--- config.mk ---
export PLATFORM = sky130hd
export DESIGN_NAME = dbg_ring_node
export DESIGN_NICKNAME = d
export VERILOG_FILES = /design/src/verilog/dbg_dii_pkg.sv /design/src/verilog/dbg_dii_arbiter.sv /design/src/verilog/dbg_dii_buffer.sv /design/src/verilog/dbg_dii_demux.sv /design/src/verilog/dbg_ring_node.sv
export SDC_FILE = /design/constraint.sdc
export NUM_CORES = 1
export LEC_CHECK = 0
export ABC_AREA = 1
export BUFFER_PORTS_ARGS = -buffer_cell sky130_fd_sc_hd__buf_2
export CAP_MARGIN = 15
export CORE_MARGIN = 3
export CORE_UTILIZATION = 37
export DETAILED_ROUTE_END_ITERATION = 10
export PLACE_DENSITY = 0.62
export SLEW_MARGIN = 20
export SYNTH_ARGS = -nofsm -noshare
export SYNTH_HDL_FRONTEND = slang
export SYNTH_SLANG_ARGS = --single-unit
--- constraint.sdc ---
create_clock -name clk -period 12.1 [get_ports clk]
set_input_delay 1.815 -clock clk [delete_from_list [all_inputs] [get_ports clk]]
set_output_delay 1.815 -clock clk [all_outputs]
set_load 0.02 [all_outputs]
--- src/verilog/dbg_dii_pkg.sv ---
// dii flit type, payload / id / packet size types, node buffer depths

package dbg_dii_pkg;

  //////////////////////////////////////////////////
  // payload and addressing
  //////////////////////////////////////////////////

  // flit payload width
  localparam int dii_data_w = 16;

  // one flit payload word
  typedef logic [dii_data_w-1:0] dii_data_t;

  // node address
  // header flit: dest in bits 7..0, source in bits 15..8
  typedef logic [7:0] dii_id_t;

  // unit moved on every link, ready travels beside it
  typedef struct packed {
    logic      valid;
    logic      last;
    dii_data_t data;
  } dii_flit;

  //////////////////////////////////////////////////
  // node buffering
  //////////////////////////////////////////////////

  // ring input depth, also the longest legal packet
  localparam int ring_buf_size = 8;

  // local injection depth
  localparam int local_buf_size = 8;

  // packet length in flits, 0 means no complete packet
  typedef logic [3:0] dbg_pkt_size_t;

endpackage

--- src/verilog/dbg_dii_arbiter.sv ---
// dii packet arbiter: round-robin merge of forward and injected packets
`timescale 1ns/1ps

module dbg_dii_arbiter (
  input  logic                 clk,
  input  logic                 rst,
  input  dbg_dii_pkg::dii_flit fwd_flit,
  output logic                 fwd_ready,
  input  dbg_dii_pkg::dii_flit inject_flit,
  output logic                 inject_ready,
  output dbg_dii_pkg::dii_flit flit_out,
  input  logic                 out_ready
);
  import dbg_dii_pkg::*;

  // locked while a packet is offered or partly sent
  typedef enum logic {
    idle,
    locked
  } arb_state_t;

  arb_state_t state;

  // winner of the latest packet, 1 = inject
  // also the grant while locked
  logic       last_inject;

  // choice at a packet boundary
  logic       pick_inject;

  // source driving the output this cycle
  logic       sel_inject;
  logic       out_fire;

  //////////////////////////////////////////////////
  // grant
  //////////////////////////////////////////////////

  // contention goes to the side not served last
  always_comb begin
    if (fwd_flit.valid && inject_flit.valid) begin
      pick_inject = !last_inject;
    end else begin
      pick_inject = inject_flit.valid;
    end
  end

  // no switching inside a packet
  assign sel_inject = (state == locked) ? last_inject : pick_inject;

  //////////////////////////////////////////////////
  // datapath
  //////////////////////////////////////////////////

  // mux carries valid of the granted side only
  assign flit_out = sel_inject ? inject_flit : fwd_flit;

  // loser sees ready low
  assign fwd_ready    = out_ready && !sel_inject;
  assign inject_ready = out_ready && sel_inject;

  assign out_fire = flit_out.valid && out_ready;

  //////////////////////////////////////////////////
  // lock state
  //////////////////////////////////////////////////

  always_ff @(posedge clk) begin
    if (rst) begin
      state       <= idle;
      last_inject <= 1'b0;
    end else begin
      // an offered header records the winner, stalled or not
      if (state == idle && flit_out.valid) begin
        last_inject <= sel_inject;
      end
      // release at the last flit, hold the grant otherwise
      if (out_fire && flit_out.last) begin
        state <= idle;
      end else if (flit_out.valid) begin
        state <= locked;
      end
    end
  end

endmodule

--- src/verilog/dbg_dii_buffer.sv ---
// dii flit buffer: shift register, optional full-packet hold, head packet size
`timescale 1ns/1ps

module dbg_dii_buffer #(
  // depth in flits, up to 15 since the fill count uses the size type
  parameter int buf_size    = 4,
  // hold output valid until a whole packet is stored
  parameter bit full_packet = 1'b0
) (
  input  logic                       clk,
  input  logic                       rst,
  input  dbg_dii_pkg::dii_flit       flit_in,
  output logic                       flit_in_ready,
  output dbg_dii_pkg::dii_flit       flit_out,
  input  logic                       flit_out_ready,
  output dbg_dii_pkg::dbg_pkt_size_t packet_size
);
  import dbg_dii_pkg::*;

  // storage, newest at index 0, oldest at count-1
  dii_flit [buf_size-1:0] data;

  // number of occupied entries
  dbg_pkt_size_t          count;

  // index of the oldest entry
  dbg_pkt_size_t          rd_idx;

  // head packet may be presented
  logic                   head_valid;

  logic                   in_fire;
  logic                   out_fire;

  //////////////////////////////////////////////////
  // handshake
  //////////////////////////////////////////////////

  // stall only when every entry is taken
  assign flit_in_ready = (count != dbg_pkt_size_t'(buf_size));
  assign in_fire       = flit_in.valid && flit_in_ready;
  assign out_fire      = flit_out.valid && flit_out_ready;

  // empty buffer points at entry 0, valid is low anyway
  assign rd_idx = (count == '0) ? '0 : count - 1'b1;

  // fill level
  always_ff @(posedge clk) begin
    if (rst) begin
      count <= '0;
    end else begin
      case ({in_fire, out_fire})
        2'b10:   count <= count + 1'b1;
        2'b01:   count <= count - 1'b1;
        default: count <= count;
      endcase
    end
  end

  // shift in at the bottom
  // on a simultaneous read the oldest moves up one and drops out of range
  always_ff @(posedge clk) begin
    if (in_fire) begin
      data <= {data[buf_size-2:0], flit_in};
    end
  end

  // oldest entry, valid gated by fill and packet state
  always_comb begin
    flit_out       = data[rd_idx];
    flit_out.valid = (count != '0) && head_valid;
  end

  //////////////////////////////////////////////////
  // packet tracking
  //////////////////////////////////////////////////

  if (full_packet) begin : g_full
    // last marks, shifted along with the flits
    logic [buf_size-1:0] last_q;
    logic                head_found;
    // position of the oldest stored packet end
    dbg_pkt_size_t       head_end;

    always_ff @(posedge clk) begin
      if (in_fire) begin
        last_q <= {last_q[buf_size-2:0], flit_in.last};
      end
    end

    // highest occupied entry with last set ends the oldest packet
    // ascending scan, so the final hit wins
    always_comb begin
      head_found = 1'b0;
      head_end   = '0;
      for (int i = 0; i < buf_size; i++) begin
        if (last_q[i] && (i < count)) begin
          head_found = 1'b1;
          head_end   = dbg_pkt_size_t'(i);
        end
      end
    end

    // present only once the head packet is complete
    assign head_valid  = head_found;
    // entries count-1 down to head_end
    assign packet_size = head_found ? (count - head_end) : '0;
  end else begin : g_plain
    // plain fifo, one cycle through
    assign head_valid  = 1'b1;
    assign packet_size = '0;
  end

endmodule

--- src/verilog/dbg_dii_demux.sv ---
// dii packet demux: header destination decode, local or forward steering
`timescale 1ns/1ps

module dbg_dii_demux #(
  // address of this node
  parameter dbg_dii_pkg::dii_id_t node_id = 8'h00
) (
  input  logic                 clk,
  input  logic                 rst,
  input  dbg_dii_pkg::dii_flit flit_in,
  output logic                 flit_in_ready,
  output dbg_dii_pkg::dii_flit local_flit,
  input  logic                 local_ready,
  output dbg_dii_pkg::dii_flit fwd_flit,
  input  logic                 fwd_ready
);
  import dbg_dii_pkg::*;

  // idle means the next flit is a header
  typedef enum logic {
    idle,
    in_packet
  } demux_state_t;

  demux_state_t state;

  // route latched from the header, 1 = local
  logic         route_local_q;

  // destination field of the current flit, meaningful on a header
  dii_id_t      hdr_dest;
  logic         hdr_local;

  // route for the current flit
  logic         sel_local;
  logic         in_fire;

  //////////////////////////////////////////////////
  // route select
  //////////////////////////////////////////////////

  assign hdr_dest  = flit_in.data[7:0];
  assign hdr_local = (hdr_dest == node_id);

  // header decides directly, body flits follow the latch
  assign sel_local = (state == idle) ? hdr_local : route_local_q;

  // payload goes to both, valid only to the chosen one
  always_comb begin
    local_flit       = flit_in;
    local_flit.valid = flit_in.valid && sel_local;
    fwd_flit         = flit_in;
    fwd_flit.valid   = flit_in.valid && !sel_local;
  end

  // back-pressure only from the selected port
  assign flit_in_ready = sel_local ? local_ready : fwd_ready;
  assign in_fire       = flit_in.valid && flit_in_ready;

  //////////////////////////////////////////////////
  // packet framing
  //////////////////////////////////////////////////

  always_ff @(posedge clk) begin
    if (rst) begin
      state         <= idle;
      route_local_q <= 1'b0;
    end else if (in_fire) begin
      // keep the header route for the body
      if (state == idle) begin
        route_local_q <= hdr_local;
      end
      // single flit packet stays idle
      if (flit_in.last) begin
        state <= idle;
      end else begin
        state <= in_packet;
      end
    end
  end

endmodule

--- src/verilog/dbg_ring_node.sv ---
// debug ring node top: input buffers, destination demux, packet arbiter
`timescale 1ns/1ps

module dbg_ring_node #(
  // address of this node
  parameter dbg_dii_pkg::dii_id_t node_id = 8'h00
) (
  input  logic                       clk,
  input  logic                       rst,
  // from the ring
  input  dbg_dii_pkg::dii_flit       ring_in,
  output logic                       ring_in_ready,
  // to the ring
  output dbg_dii_pkg::dii_flit       ring_out,
  input  logic                       ring_out_ready,
  // injected by the local debug module
  input  dbg_dii_pkg::dii_flit       local_in,
  output logic                       local_in_ready,
  // delivered to the local debug module
  output dbg_dii_pkg::dii_flit       local_out,
  input  logic                       local_out_ready,
  // length of the packet at the ring buffer head
  output dbg_dii_pkg::dbg_pkt_size_t ring_pkt_size
);
  import dbg_dii_pkg::*;

  // ring buffer to demux
  dii_flit ring_buf_flit;
  logic    ring_buf_ready;

  // demux to arbiter
  dii_flit fwd_flit;
  logic    fwd_ready;

  // injection buffer to arbiter
  dii_flit inject_flit;
  logic    inject_ready;

  //////////////////////////////////////////////////
  // input side
  //////////////////////////////////////////////////

  // whole packets only, so the demux sees complete frames
  dbg_dii_buffer #(
    .buf_size    (ring_buf_size),
    .full_packet (1'b1)
  ) u_ring_buf (
    .clk            (clk),
    .rst            (rst),
    .flit_in        (ring_in),
    .flit_in_ready  (ring_in_ready),
    .flit_out       (ring_buf_flit),
    .flit_out_ready (ring_buf_ready),
    .packet_size    (ring_pkt_size)
  );

  // injected packets, size not reported
  dbg_dii_buffer #(
    .buf_size    (local_buf_size),
    .full_packet (1'b1)
  ) u_inject_buf (
    .clk            (clk),
    .rst            (rst),
    .flit_in        (local_in),
    .flit_in_ready  (local_in_ready),
    .flit_out       (inject_flit),
    .flit_out_ready (inject_ready),
    .packet_size    ()
  );

  //////////////////////////////////////////////////
  // processing and output side
  //////////////////////////////////////////////////

  dbg_dii_demux #(
    .node_id (node_id)
  ) u_demux (
    .clk           (clk),
    .rst           (rst),
    .flit_in       (ring_buf_flit),
    .flit_in_ready (ring_buf_ready),
    .local_flit    (local_out),
    .local_ready   (local_out_ready),
    .fwd_flit      (fwd_flit),
    .fwd_ready     (fwd_ready)
  );

  // forward and injected traffic share the ring output
  dbg_dii_arbiter u_arbiter (
    .clk          (clk),
    .rst          (rst),
    .fwd_flit     (fwd_flit),
    .fwd_ready    (fwd_ready),
    .inject_flit  (inject_flit),
    .inject_ready (inject_ready),
    .flit_out     (ring_out),
    .out_ready    (ring_out_ready)
  );

endmodule
=== Yosys cells after proc, flatten, opt, wreduce, memory -nomap -nowiden ===
Index checks and enable logic that the tools add are counted.

* Flip-flop bits (word level): 316
* Bits of input ports: 40
* Output and inout bits: 42
* Word-level logic and storage cells: 165

* $add $sub $neg: 5
* Magnitude comparators: 18
* Equal/unequal tests: 6
* Multiplexer cells: 38
* Bitwise gates (word level): 1
* Reduce and logical (&&, ||, !) cells: 41

{| class="wikitable"
|+ Operators with widths
! operator !! count
|-
| 18-bit binary-select mux with 3-bit select || 2
|-
| 17-bit 2-to-1 mux || 2
|-
| 3-bit by 4-bit less-than comparator with 1-bit output (first input constant) || 8
|-
| 1-bit logical AND || 30
|-
| 1-bit 2-to-1 mux || 22
|-
| 18-bit 2-to-1 mux || 1
|-
| 1-bit by 4-bit less-than comparator with 1-bit output (first input constant) || 4
|-
| 2-bit by 4-bit less-than comparator with 1-bit output (first input constant) || 4
|-
| 4-bit one-hot mux with 2 select lines || 2
|-
| 3-bit 2-to-1 mux || 4
|-
| 4-bit 2-to-1 mux || 3
|-
| 4-bit by 1-bit adder with 4-bit output (second input constant) || 2
|-
| 4-bit zero test || 2
|-
| 8-bit zero test || 1
|-
| 4-bit less-than comparator (second input constant) || 2
|-
| 4-bit != test (second input constant) || 2
|-
| 4-bit nonzero test || 2
|-
| 4-bit by 1-bit subtractor with 4-bit output (second input constant) || 2
|-
| 2-bit by 1-bit equality test with 1-bit output (second input constant) || 2
|-
| 2-bit equality test (second input constant) || 2
|-
| 2-bit 2-to-1 mux || 2
|-
| 2-bit nonzero test || 2
|-
| 4-bit by 3-bit subtractor with 4-bit output || 1
|-
| 1-bit zero test || 3
|-
| 2 further kinds || 2
|}

=== Depth between registers and ports, before layout ===
Gate-level depths: netlist of run 1.

* Word-level depth: 21
* Mapped depth: 27
* Gate-level depth less buffers: 23

=== Cells and area by module ===
From an unflattened synthesis of run 1, not the netlist that was laid out.

* Cell total of the unflattened synthesis: 1263
* Area total of the unflattened synthesis: 13534.2 um^2

{| class="wikitable"
|+ By module, submodules not included
! module !! instances !! cells each !! area an instance (um^2) !! seq. area each (um^2)
|-
| dbg_dii_buffer || 2 || 556 || 6341.1 || 4164.0
|-
| dbg_dii_demux || 1 || 70 || 466.7 || 40.0
|-
| dbg_dii_arbiter || 1 || 81 || 385.4 || 40.0
|}

=== Least setup slack after synthesis of run 1 ===
No wires, ideal clock.

* Path kind: flip-flop to output port
* Start: register u_ring_buf.count[0]
* End: output port ring_out[11] (netlist name)
* Arrival: 3.346 ns
* Data required time: 10.285 ns
* Setup slack: 6.939 ns
* Cell stages (with the launch flop): 15
* Buffers on the path: 5
* Path through: dfxtp_1 > inv_1 > buf_2 > buf_2 > buf_1 > ha_1 > xnor2_1 > nor2_4 > inv_2 > buf_6 > clkbuf_1 > o211ai_1 > a31oi_1 > nor2_1 > a31oi_1

{| class="wikitable"
|+ RTL lines
! element !! line !! source
|-
| start, declared || dbg_dii_buffer.sv:24 || <nowiki>dbg_pkt_size_t count;</nowiki>
|-
| start signal, assigned || dbg_dii_buffer.sv:53 || <nowiki>2'b10: count <= count + 1'b1;</nowiki>
|-
| start signal, assigned || dbg_dii_buffer.sv:54 || <nowiki>2'b01: count <= count - 1'b1;</nowiki>
|-
| start signal, assigned || dbg_dii_buffer.sv:55 || <nowiki>default: count <= count;</nowiki>
|-
| end, declared || dbg_ring_node.sv:14 || <nowiki>output dbg_dii_pkg::dii_flit ring_out,</nowiki>
|}

==> summary.txt, run 1 <==
Synthesis
  – Synth Area in Simple Gates: 15.7%
  – Post-synth EDFFs: 272
  – Synthesized instance count: 1046
  – Adder-Cell Fraction of Synth Area: 1.39%
  – Mux cell area share after synthesis: 0%
  – Syn Area/Cell: 11.7 um^2
  – Sequential-to-total area share from yosys stat: 68.9%
  – Synth Area in Compound Gates: 8.69%
  – Ys async rst share: 0%
  – Largest family of logic cells by synthesized area: simple AND/OR/NAND/NOR gates
  – Netlist cell types: 38
  – Syn Std Cell Area: 12200 um^2
  – #FFs+latches synth: 284
  – Yosys warnings: 0
  – Synth Area in XOR/XNOR: 0.430%
  – Ys flop type: edfxtp_1
  – Post-Syn Nets: 1099

Placed design
  – Place WS: 6.52 ns
  – # port buffers: 81
  – Detailed Place HPWL: 15800 um
  – Gpl congestion: 0.786

Pwr
  – Seq pwr share: 31.7%
  – Switching part of the total: 42.1%
  – Sw power: 1.65 mW
  – Cell leakage power: 5.31 nW
  – Cell internal pwr: 2.27 mW
  – Tot Pwr: 3.93 mW
  – Logic pwr share: 44.1%
  – PwrDens: 281 nW/um^2
  – Clk pwr share: 24.2%
  – Max VDD drop: 169 uV

CTS
  – Clock sinks: 284
  – Clock slew at reported path FFs: 0.06 ns
  – CTS root buf: clkbuf_16
  – CTS Buf Count: 31
  – CTS tree: built
  – H-tree depth: 1
  – Clk Latency, worst-skew pair: 0.57 ns
  – Post-CTS Setup Inserts: 0
  – CTS Hold Buffers Added: 0
  – Clock tree buffer depth: 3
  – Post-cts sizing count: 0

Critical path
  – Worst R2R End: u_ring_buf.count[2]$_SDFFE_PP0P_
  – Worst r2r path cells: 16
  – Startpoint Class: register
  – Required time of the critical path: 10.28 ns
  – Kind of critical path: reg -> out
  – Crit. End Element: output pin
  – Largest fanout on the critical path: 34
  – Worst setup path end: ring_out[5]
  – CP Launch Point: u_ring_buf.count[1]$_SDFFE_PP0P_
  – Arr. time, crit path: 4.34 ns
  – R2r startpoint: u_ring_buf.count[1]$_SDFFE_PP0P_
  – Reg-to-reg slack, setup: 7.89 ns

Die
  – Initial Util: 38.1%
  – Die Wd: 188 um
  – Core Rows: 65
  – Die H: 188 um
  – DIE AREA: 35200 um^2
  – Ports: 82
  – Core Area: 32000 um^2

Layout
  – N_diodes: 0
  – Final Util: 43.6%
  – Syn-to-layout area delta: 14.4%
  – Final nets: 1166
  – Most common cell after layout, fill and taps aside: edfxtp_1
  – Commonest cells after routing, fill and taps aside: edfxtp_1 (272), nand2_1 (166), nor2_1 (151), buf_2 (81), inv_1 (77)
  – Layout cells sized above 1: 14.2%

Global routing
  – Largest net degree at the start of global routing: 83
  – Global-route wire length before repair: 41800 um
  – Number of global-route vias before repair: 7688
  – Global-route total usage across every layer: 14.4%
  – Initial antenna violation count: 0
  – Remaining Overflow, GRT: 0

Timing
  – Crit share post-route: 50.8%
  – Final setup fails: 0
  – Final hold vios: 0
  – FMAX: 163 MHz
  – Minimum clock period: 6.15 ns
  – Worst slew margin: 31.5%
  – RSZ-0062 raised after global routing: no
  – Final Max Tran Viols: 0
  – Setup TNS Final: 0 ns
  – Setup WS post-layout: 5.95 ns
  – Least-Margin Pin Slew: 1.03 ns
  – Worst Skew: 0.0190 ns

Detailed routing
  – Via count: 7912
  – Iter 0 DRT Violations: 905
  – Wirelength per Cell: 16.4 um
  – Overall routed net length: 25800 um
  – DRC errors left: 0
  – Via density: 5.04
  – DRT antenna net count: 0
  – DR pass1 iterations: 5

Run
  – Max Cap Viol: 0

Worst hold path
  – HP Class: reg -> reg

Run status
  – Status: finished, final reports clean
-- logic make-up (layout without fill, tap and decap cells) --
| group | count (synthesis) | after routing |
|---|---|---|
| flops | 284 | 284 |
| simple gates | 440 | 440 |
| buf+inv | 137 | 227 |
| fa+ha+maj | 13 | 13 |
| compound gates | 166 | 166 |
| xor+xnor | 6 | 6 |
-- how the worst min path moves through the flow --
stage	startpoint	endpoint	slack, ns	depth (start not counted)
after CTS	u_ring_buf.data[68]$_DFFE_PP_	u_ring_buf.data[86]$_DFFE_PP_	0.44	0
after global placement	u_ring_buf.data[22]$_DFFE_PP_	u_ring_buf.data[40]$_DFFE_PP_	0.42	0
after floorplan	u_ring_buf.data[90]$_DFFE_PP_	u_ring_buf.data[108]$_DFFE_PP_	0.42	0
final	u_ring_buf.data[68]$_DFFE_PP_	u_ring_buf.data[86]$_DFFE_PP_	0.43	0
after detailed placement	u_ring_buf.data[95]$_DFFE_PP_	u_ring_buf.data[113]$_DFFE_PP_	0.43	0
after global routing	u_ring_buf.data[64]$_DFFE_PP_	u_ring_buf.data[82]$_DFFE_PP_	0.45	0
-- routing by layer --
| metal | GRT usage (%) | vias up | part of all wire, % |
|---|---|---|---|
| met5 | 0 | - | 0 |
| met3 | 2.84 | 41 | 6.6 |
| met1 | 21.8 | 3770 | 48 |
| met4 | 4.33 | 0 | 2.4 |
| li1 | - | 3845 | - |
| met2 | 20.8 | 256 | 43 |
-- area by class of cell --
cell class / count / area, um^2
multi-input cells: 625 / 3220
inverters: 84 / 320
clock inverters: 15 / 209
well taps: 435 / 544
clock buffers: 41 / 813
repair buffers: 87 / 450
flip-flops and latches: 284 / 8410
fillers: 3016 / 18100
-- cell usage after synthesis, types with 18 or more instances --
cell	number	area (um^2)
a21oi_1	22	110
a31oi_1	25	156
clkbuf_1	24	90.1
edfxtp_1	272	8170
inv_1	81	304
nand2_1	166	623
nand3_1	74	370
nand3b_1	18	135
nor2_1	153	574
o211ai_1	19	143
o21ai_0	55	275
o32ai_1	32	280
or2_2	18	113
-- worst max-delay path: stages, from the launching register on --
cell and delay (ns):
dfxtp_1 0.39, inv_1 0.13, ha_1 0.29, xnor2_1 0.20, nor2_4 0.57, inv_2 0.43, nand2_1 0.16, nand2_1 0.16
nor2_1 0.16, nand3_1 0.16, nand4_2 0.12, nand2_2 0.09, nand2_4 0.29, nor2_1 0.08, a31oi_1 0.30, buf_2 0.23
-- through the flow --
step | hold slack, ns | area (um^2) | std cells
3_5_place_dp | 0.426 | 12900 | 1515
2_1_floorplan | 0.417 | 12200 | 1046
6_report | 0.434 | 14000 | 1571
3_3_place_gp | 0.421 | 12900 | 1515
4_1_cts | 0.436 | 14000 | 1571
5_1_grt | 0.447 | 14000 | 1571
-- power by group through the flow --
stage	clock [mW]	sequential (mW)	combinational [mW]
final	0.950	1.24	1.73
after CTS	0.975	1.24	1.75
after floorplan	0	1.25	1.24
after detailed placement	0	1.26	1.74
after global routing	1.02	1.25	1.93
after global placement	0	1.26	1.73
-- sequential cells by signal, summed over array words and instances (netlist names) --
register and flops:
u_arbiter.last_inject 1, u_arbiter.state 1, u_demux.route_local_q 1, u_demux.state 1, u_inject_buf.count 4, u_inject_buf.data 128, u_inject_buf.g_full.last_q 8, u_ring_buf.count 4
u_ring_buf.data 128, u_ring_buf.g_full.last_q 8
Note: power is estimated with default switching activity, not from simulation.
==> inputs of run 2 (changes only) <==
- ABC_AREA: 1 -> 0
- clock period: 12.1 -> 6.35 ns (I/O delays scaled with it)
==> summary.txt, run 2 <==
Synthesis
  – Top cell type's share of synthesized area: 68.8% (+1.9 points)
  – Area contributors post-synth: edfxtp_1 (69%), nand2_1 (2.7%), o221ai_1 (2.7%)
  – Netlist cell types: 57 (+50%)
  – Synthesized instance count: 835 (-20%)
  – Ys async rst share: 0% (unchanged)
  – Post-Syn Nets: 888 (-19%)
  – Ys flop type: edfxtp_1
  – Top-count cell post-synth: edfxtp_1
  – Syn Area/Cell: 14.2 um^2 (+22%)
  – Post-synth EDFFs: 272 (unchanged)
  – Yosys warnings: 0 (unchanged)
  – #FFs+latches synth: 284 (unchanged)
  – Syn Std Cell Area: 11900 um^2 (-2.8%)
  – Top cells by count, synth: edfxtp_1 (272), nand2_1 (86), o21ai_0 (40), a21oi_1 (38), clkbuf_1 (37)
  – Sequential-to-total area share from yosys stat: 70.8% (+2.0 points)
  – Largest area contributor in the netlist: edfxtp_1

Critical path
  – Arr. time, crit path: 5.01 ns (+0.67 ns)
  – Largest fanout on the critical path: 27 (-21%)
  – Kind of critical path: reg -> out
  – CP Launch Point: u_ring_buf.count[0]$_SDFFE_PP0P_
  – Crit. End Element: output pin
  – Worst r2r path cells: 14 (-2)
  – Reg-to-reg slack, setup: 1.44 ns (-6.45 ns)
  – Required time of the critical path: 5.40 ns (-4.88 ns)
  – R2r startpoint: u_ring_buf.count[0]$_SDFFE_PP0P_
  – Startpoint Class: register

Global routing
  – Largest net degree at the start of global routing: 78 (-6.0%)
  – Number of global-route vias before repair: 7034 (-8.5%)
  – Initial antenna violation count: 1 (+1)
  – Remaining Overflow, GRT: 0 (unchanged)
  – Global-route total usage across every layer: 14.4% (+0.049 points)
  – Global-route wire length before repair: 39600 um (-5.2%)

Die
  – Die H: 185 um (-1.4%)
  – Core Rows: 64 (-1.5%)
  – Initial Util: 38.2% (+0.11 points)
  – Core Area: 31100 um^2 (-3.0%)
  – Die Wd: 185 um (-1.4%)
  – Ports: 82 (unchanged)
  – DIE AREA: 34300 um^2 (-2.7%)

Layout
  – Commonest cells after routing, fill and taps aside: edfxtp_1 (272), nand2_1 (86), buf_2 (81), o21ai_0 (39), a21oi_1 (38)
  – Biggest regs: u_inject_buf.data (128), u_ring_buf.data (128)
  – Final Instance Area: 13500 um^2 (-3.2%)
  – Most common cell after layout, fill and taps aside: edfxtp_1
  – Final Util: 43.5% (-0.068 points)
  – Final nets: 959 (-18%)
  – Final Non-Filler Cells: 1321 (-16%)
  – N_diodes: 0 (unchanged)
  – Layout cells sized above 1: 18.4% (+4.2 points)
  – Syn-to-layout area delta: 13.9%

Detailed routing
  – Overall routed net length: 25300 um (-2.1%)
  – Wirelength per Cell: 19.1 um (+16%)
  – DRT antenna net count: 0 (unchanged)
  – Iter 0 DRT Violations: 759 (-16%)
  – DRC errors left: 0 (unchanged)
  – Via density: 5.48 (+8.8%)
  – Via count: 7238 (-8.5%)
  – DR pass1 iterations: 5 (unchanged)

Pwr
  – Cell leakage power: 4.66 nW (-12%)
  – PwrDens: 473 nW/um^2 (+68%)
  – Max VDD drop: 416 uV (+150%)

CTS
  – CTS Hold Buffers Added: 0 (unchanged)
  – Clock slew at reported path FFs: 0.06 ns (about the same)
  – Post-CTS Setup Inserts: 0 (unchanged)
  – CTS root buf: clkbuf_16
  – Clock sinks: 284 (unchanged)
  – Clk Latency, worst-skew pair: 0.54 ns (-0.03 ns)
  – CTS Buf Count: 28 (-9.7%)
  – CTS tree: built
  – Post-cts sizing count: 0 (unchanged)
  – H-tree depth: 1 (unchanged)
  – Clock tree buffer depth: 3 (unchanged)

Placed design
  – Detailed Place HPWL: 15800 um (about the same)
  – Gpl congestion: 0.822 (+4.5%)
  – Area post-placement: 12600 um^2 (-2.3%)
  – # port buffers: 81 (unchanged)
  – Place WS: 0.936 ns (-5.59 ns)
  – Placed cells: 1272 (-16%)

Timing
  – RSZ-0062 raised after global routing: no
  – Least-Margin Pin Slew: 0.989 ns (-0.0387 ns)
  – Minimum clock period: 5.96 ns
  – FMAX: 168 MHz
  – Final Max Tran Viols: 0 (unchanged)
  – Crit share post-route: 93.9%
  – Setup TNS Final: 0 ns (unchanged)
  – Final setup fails: 0 (unchanged)
  – Worst slew margin: 34.1% (+2.6 points)
  – Final hold vios: 0 (unchanged)
  – Worst Skew: 0.0129 ns (-0.00613 ns)
  – Setup WS post-layout: 0.390 ns (-5.56 ns)

Run
  – Max Cap Viol: 0 (unchanged)

Worst hold path
  – Hold Path Depth: 0 (unchanged)
  – Hold Path Origin: u_inject_buf.data[25]$_DFFE_PP_
  – HP Class: reg -> reg

Run status
  – Status: finished, final reports clean
run 2: cell count changes after synthesis, sizes merged, moves of 17 or more:
cell,delta
nor2,-120
nand2,-85
inv,-64
nand3,-51
o221ai,+34
o32ai,-32
a21oi,+28
a211oi,+24
o22ai,+20
o211ai,-19
o21ai,-17
run 2: area by class of cell:
cell class,count,area (um^2)
clock buffer,37,734
inverter,20,80.1
multi-input combinational,478,3160
sequential,284,8410
clock inverter,12,141
fill,2842,17600
tap,396,495
timing repair buffer,94,503
run 2: power by group:
part / switching, mW / internal (mW)
combinational: 1.69 / 0.797
clock: 0.678 / 0.931
sequential: 0.0826 / 2.22
total: 2.45 / 3.94
run 2: stage by stage:
| stage | hold WS [ns] | total power [mW] |
|---|---|---|
| 2_1_floorplan | 0.417 | 4.04 |
| 3_3_place_gp | 0.422 | 4.81 |
| 3_5_place_dp | 0.425 | 4.83 |
| 4_1_cts | 0.440 | 6.45 |
| 5_1_grt | 0.445 | 6.74 |
| 6_report | 0.438 | 6.39 |
run 2: metal layers:
metal  share of wire, %  track usage, %  up-vias
met5              0.051               0        -
met3                6.0            2.51       26
met2                 43            20.7      223
met1                 49            22.8     3576
met4                1.8            3.15        2
li1                   -               -     3411
run 2: path summary, 6_finish.rpt:
check,end
worst min-delay path,u_inject_buf.data[43]$_DFFE_PP_
worst max register to register,u_inject_buf.count[2]$_SDFFE_PP0P_
worst min register to register,u_inject_buf.data[43]$_DFFE_PP_
worst max-delay path,ring_out[8]
run 2: cells by family (layout without fill, tap and decap cells):
logic type | count (synthesis) | count (layout) | synth area share, %
flip-flops | 284 | 284 | 70.8
XOR/XNOR | 9 | 9 | 0.664
AND/OR/NAND/NOR | 199 | 199 | 7.97
AO/OA/AOI/OAI | 228 | 228 | 13.6
multiplexers | 29 | 29 | 2.76
buffers and inverters | 73 | 163 | 2.76
adder cells (fa/ha/maj) | 13 | 13 | 1.43
run 2: critical path: stages (launching register included):
cell and delay, ns:
dfxtp_1 0.33, inv_1 0.04, buf_4 0.22, ha_1 0.34
nor3b_4 0.23, nor2_4 0.56, mux4_1 0.39, o21a_1 0.22
or3_1 0.38, o41a_4 0.48, a31oi_4 0.53, buf_4 0.36
nor2_1 0.08, a21oi_2 0.12, buf_2 0.18
==> inputs of run 3 (changes only) <==
- SYNTH_HIERARCHICAL: unset -> 1
==> summary.txt, run 3 <==
CTS
  – CTS tree: built
  – Clk Latency, worst-skew pair: 0.56 ns (+0.02 ns)
  – H-tree depth: 1 (unchanged)
  – Clock tree buffer depth: 3 (unchanged)
  – CTS root buf: clkbuf_16
  – CTS Hold Buffers Added: 0 (unchanged)
  – Clock slew at reported path FFs: 0.06 ns (about the same)
  – Clock sinks: 284 (unchanged)
  – CTS Buf Count: 29 (+3.6%)
  – Post-CTS Setup Inserts: 0 (unchanged)

Timing
  – Final hold vios: 0 (unchanged)
  – Crit share post-route: 94.8% (+0.90 points)
  – RSZ-0062 raised after global routing: no
  – Final setup fails: 0 (unchanged)
  – Final Max Tran Viols: 0 (unchanged)
  – Minimum clock period: 6.02 ns (+0.0573 ns)
  – Worst slew margin: 25.4% (-8.7 points)
  – Least-Margin Pin Slew: 1.12 ns (+0.131 ns)
  – Worst Skew: 0.0159 ns (+0.00304 ns)
  – Setup TNS Final: 0 ns (unchanged)
  – FMAX: 166 MHz (-0.95%)

Critical path
  – Kind of critical path: reg -> out
  – Slowest-stage cell, CP: or4_4
  – Arr. time, crit path: 5.06 ns (+0.05 ns)
  – Worst path top cell family by delay: simple AND/OR/NAND/NOR gates
  – Largest fanout on the critical path: 34 (+26%)
  – Required time of the critical path: 5.40 ns (about the same)
  – Reg-to-reg slack, setup: 0.68 ns (-0.76 ns)
  – Worst path cell trace: inv_1, ha_1, nor3b_2, or2_2, buf_12, mux2_1, o221a_1, or4_4, o31ai_2, nor2_1, a21boi_2, mux2i_4, mux2_2, buf_2
  – Startpoint Class: register
  – Worst Path Buf+Inv: 3 (-1)
  – Crit. End Element: output pin
  – Max incr delay on CP: 0.61 ns (+0.05 ns)

Die
  – Core Area: 32900 um^2 (+6.0%)
  – Die H: 190 um (+2.6%)
  – Initial Util: 38.0% (-0.24 points)
  – Core Rows: 66 (+3.1%)
  – Ports: 82 (unchanged)
  – DIE AREA: 36100 um^2 (+5.2%)
  – Die Wd: 190 um (+2.6%)

Synthesis
  – Syn Area/Cell: 16.8 um^2 (+18%)
  – Yosys warnings: 6 (+6)
  – Post-Syn Nets: 797 (-10%)
  – Syn Std Cell Area: 12500 um^2 (+5.4%)
  – Synthesized instance count: 745 (-11%)

Detailed routing
  – Via count: 6531 (-9.8%)
  – Wirelength per Cell: 20.0 um (+4.6%)
  – Via density: 5.18 (-5.5%)
  – DRT antenna net count: 0 (unchanged)
  – DRC errors left: 0 (unchanged)
  – DR pass1 iterations: 8 (+3)
  – Overall routed net length: 25300 um (-0.11%)
  – Iter 0 DRT Violations: 614 (-19%)

Layout
  – Layout cells sized above 1: 26.3% (+8.0 points)
  – Layout fillers: 2940 (+3.4%)
  – Biggest regs: u_inject_buf/data (129), u_ring_buf/data (129)
  – Commonest cells after routing, fill and taps aside: edfxtp_1 (272), buf_2 (81), mux2i_1 (72), mux2_4 (48), a22oi_1 (35)
  – Final Non-Filler Cells: 1262 (-4.5%)
  – Final nets: 851 (-11%)
  – N_diodes: 0 (unchanged)
  – Syn-to-layout area delta: 11.7%
  – Most common cell after layout, fill and taps aside: edfxtp_1

Global routing
  – Global-route wire length before repair: 38500 um (-2.9%)
  – Number of global-route vias before repair: 6504 (-7.5%)
  – Remaining Overflow, GRT: 0 (unchanged)
  – Initial antenna violation count: 0 (-1)
  – Global-route total usage across every layer: 13.5% (-0.91 points)
  – Largest net degree at the start of global routing: 76 (-2.6%)

Placed design
  – Placed cells: 1210 (-4.9%)
  – # port buffers: 81 (unchanged)
  – Detailed Place HPWL: 15800 um (-0.11%)
  – Gpl congestion: 0.802 (-2.4%)

Run status
  – Status: finished, final reports clean

Worst hold path
  – HP Class: reg -> reg

Pwr
  – PwrDens: 438 nW/um^2 (-7.3%)
  – Max VDD drop: 424 uV (+1.9%)
  – Cell leakage power: 4.93 nW (+5.8%)

Run
  – Max Cap Viol: 0 (unchanged)
[run 3: cell count changes in the layout (fill, tap and decap cells not counted), moves of 24 or more]
cell      previous run  this run
mux2_4               1        48
a22oi_1              3        35
mux2i_1             13        72
o221ai_1            36         0
o21ai_0             39        15
nand2_1             86        16
o221a_1              0        34
[run 3: final cells by class]
type                            instances  area [um^2]  share of cell area (%)
Sequential cell                       284         8410                    60.2
Timing Repair Buffer                   93          508                    3.64
Clock inverter                         13          124                   0.887
Multi-Input combinational cell        381         3570                    25.5
Tap cell                              442          553                    3.96
Inverter                               10         42.5                   0.305
Clock buffer                           39          763                    5.46
[run 3: worst paths after layout]
check	from	depth (start not counted)	to
worst max-delay path	u_ring_buf/count[1]$_SDFFE_PP0P_	14	ring_out[1]
worst min-delay path	u_ring_buf/data[101]$_DFFE_PP_	0	u_ring_buf/data[119]$_DFFE_PP_
worst max register to register	u_ring_buf/count[1]$_SDFFE_PP0P_	21	u_ring_buf/count[3]$_SDFFE_PP0P_
worst min register to register	u_ring_buf/data[101]$_DFFE_PP_	0	u_ring_buf/data[119]$_DFFE_PP_
[run 3: worst reg2reg max path, cell delays in order (launching register included)]
cell and delay, ns:
dfxtp_1 0.52, inv_1 0.14, ha_1 0.34, nor3b_2 0.23
or2_2 0.33, buf_12 0.20, mux2_2 0.26, o221a_1 0.24
or4_1 0.25, o31ai_2 0.10, nor2_1 0.26, a21boi_2 0.12
mux2i_4 0.70, and2_1 0.31, mux2_2 0.18, nand2b_1 0.05
a21oi_1 0.12, ha_1 0.25, or4b_2 0.59, a21oi_1 0.18
xnor2_1 0.13, nor2_1 0.05
[run 3: timing repair]
item / in CTS / in global routing
hold endpoints to repair: 0 / 0
endpoints found under the setup margin: 0 / 3
resized for setup: 0 / 1
[run 3: layer usage]
layer	part of all wire, %	GRT usage, %	wire, um	up-vias
li1	-	-	-	3026
met1	48	20.1	12100	3288
met2	45	20.4	11300	179
met3	5.3	2.58	1340	38
met4	2.1	3.33	533	0
met5	0	0	0	-
[run 3: metrics by stage]
stage / worst slack, ns / hold WS, ns / power, mW / util, % / cell area (um^2)
2_1_floorplan: 0.859 / 0.419 / 4.19 / - / 12500
3_3_place_gp: 0.769 / 0.422 / 4.55 / 39.7 / 13100
3_5_place_dp: 0.656 / 0.429 / 4.56 / 39.7 / 13100
4_1_cts: 0.228 / 0.443 / 6.20 / 42.4 / 14000
5_1_grt: 0.0970 / 0.451 / 6.40 / 42.4 / 14000
6_report: 0.333 / 0.443 / 6.12 / 42.4 / 14000
[run 3: power breakdown]
part           internal (mW)  total (mW)  switching (mW)
sequential              2.21        2.30          0.0891
clock                  0.922        1.61           0.692
combinational          0.899        2.21            1.31
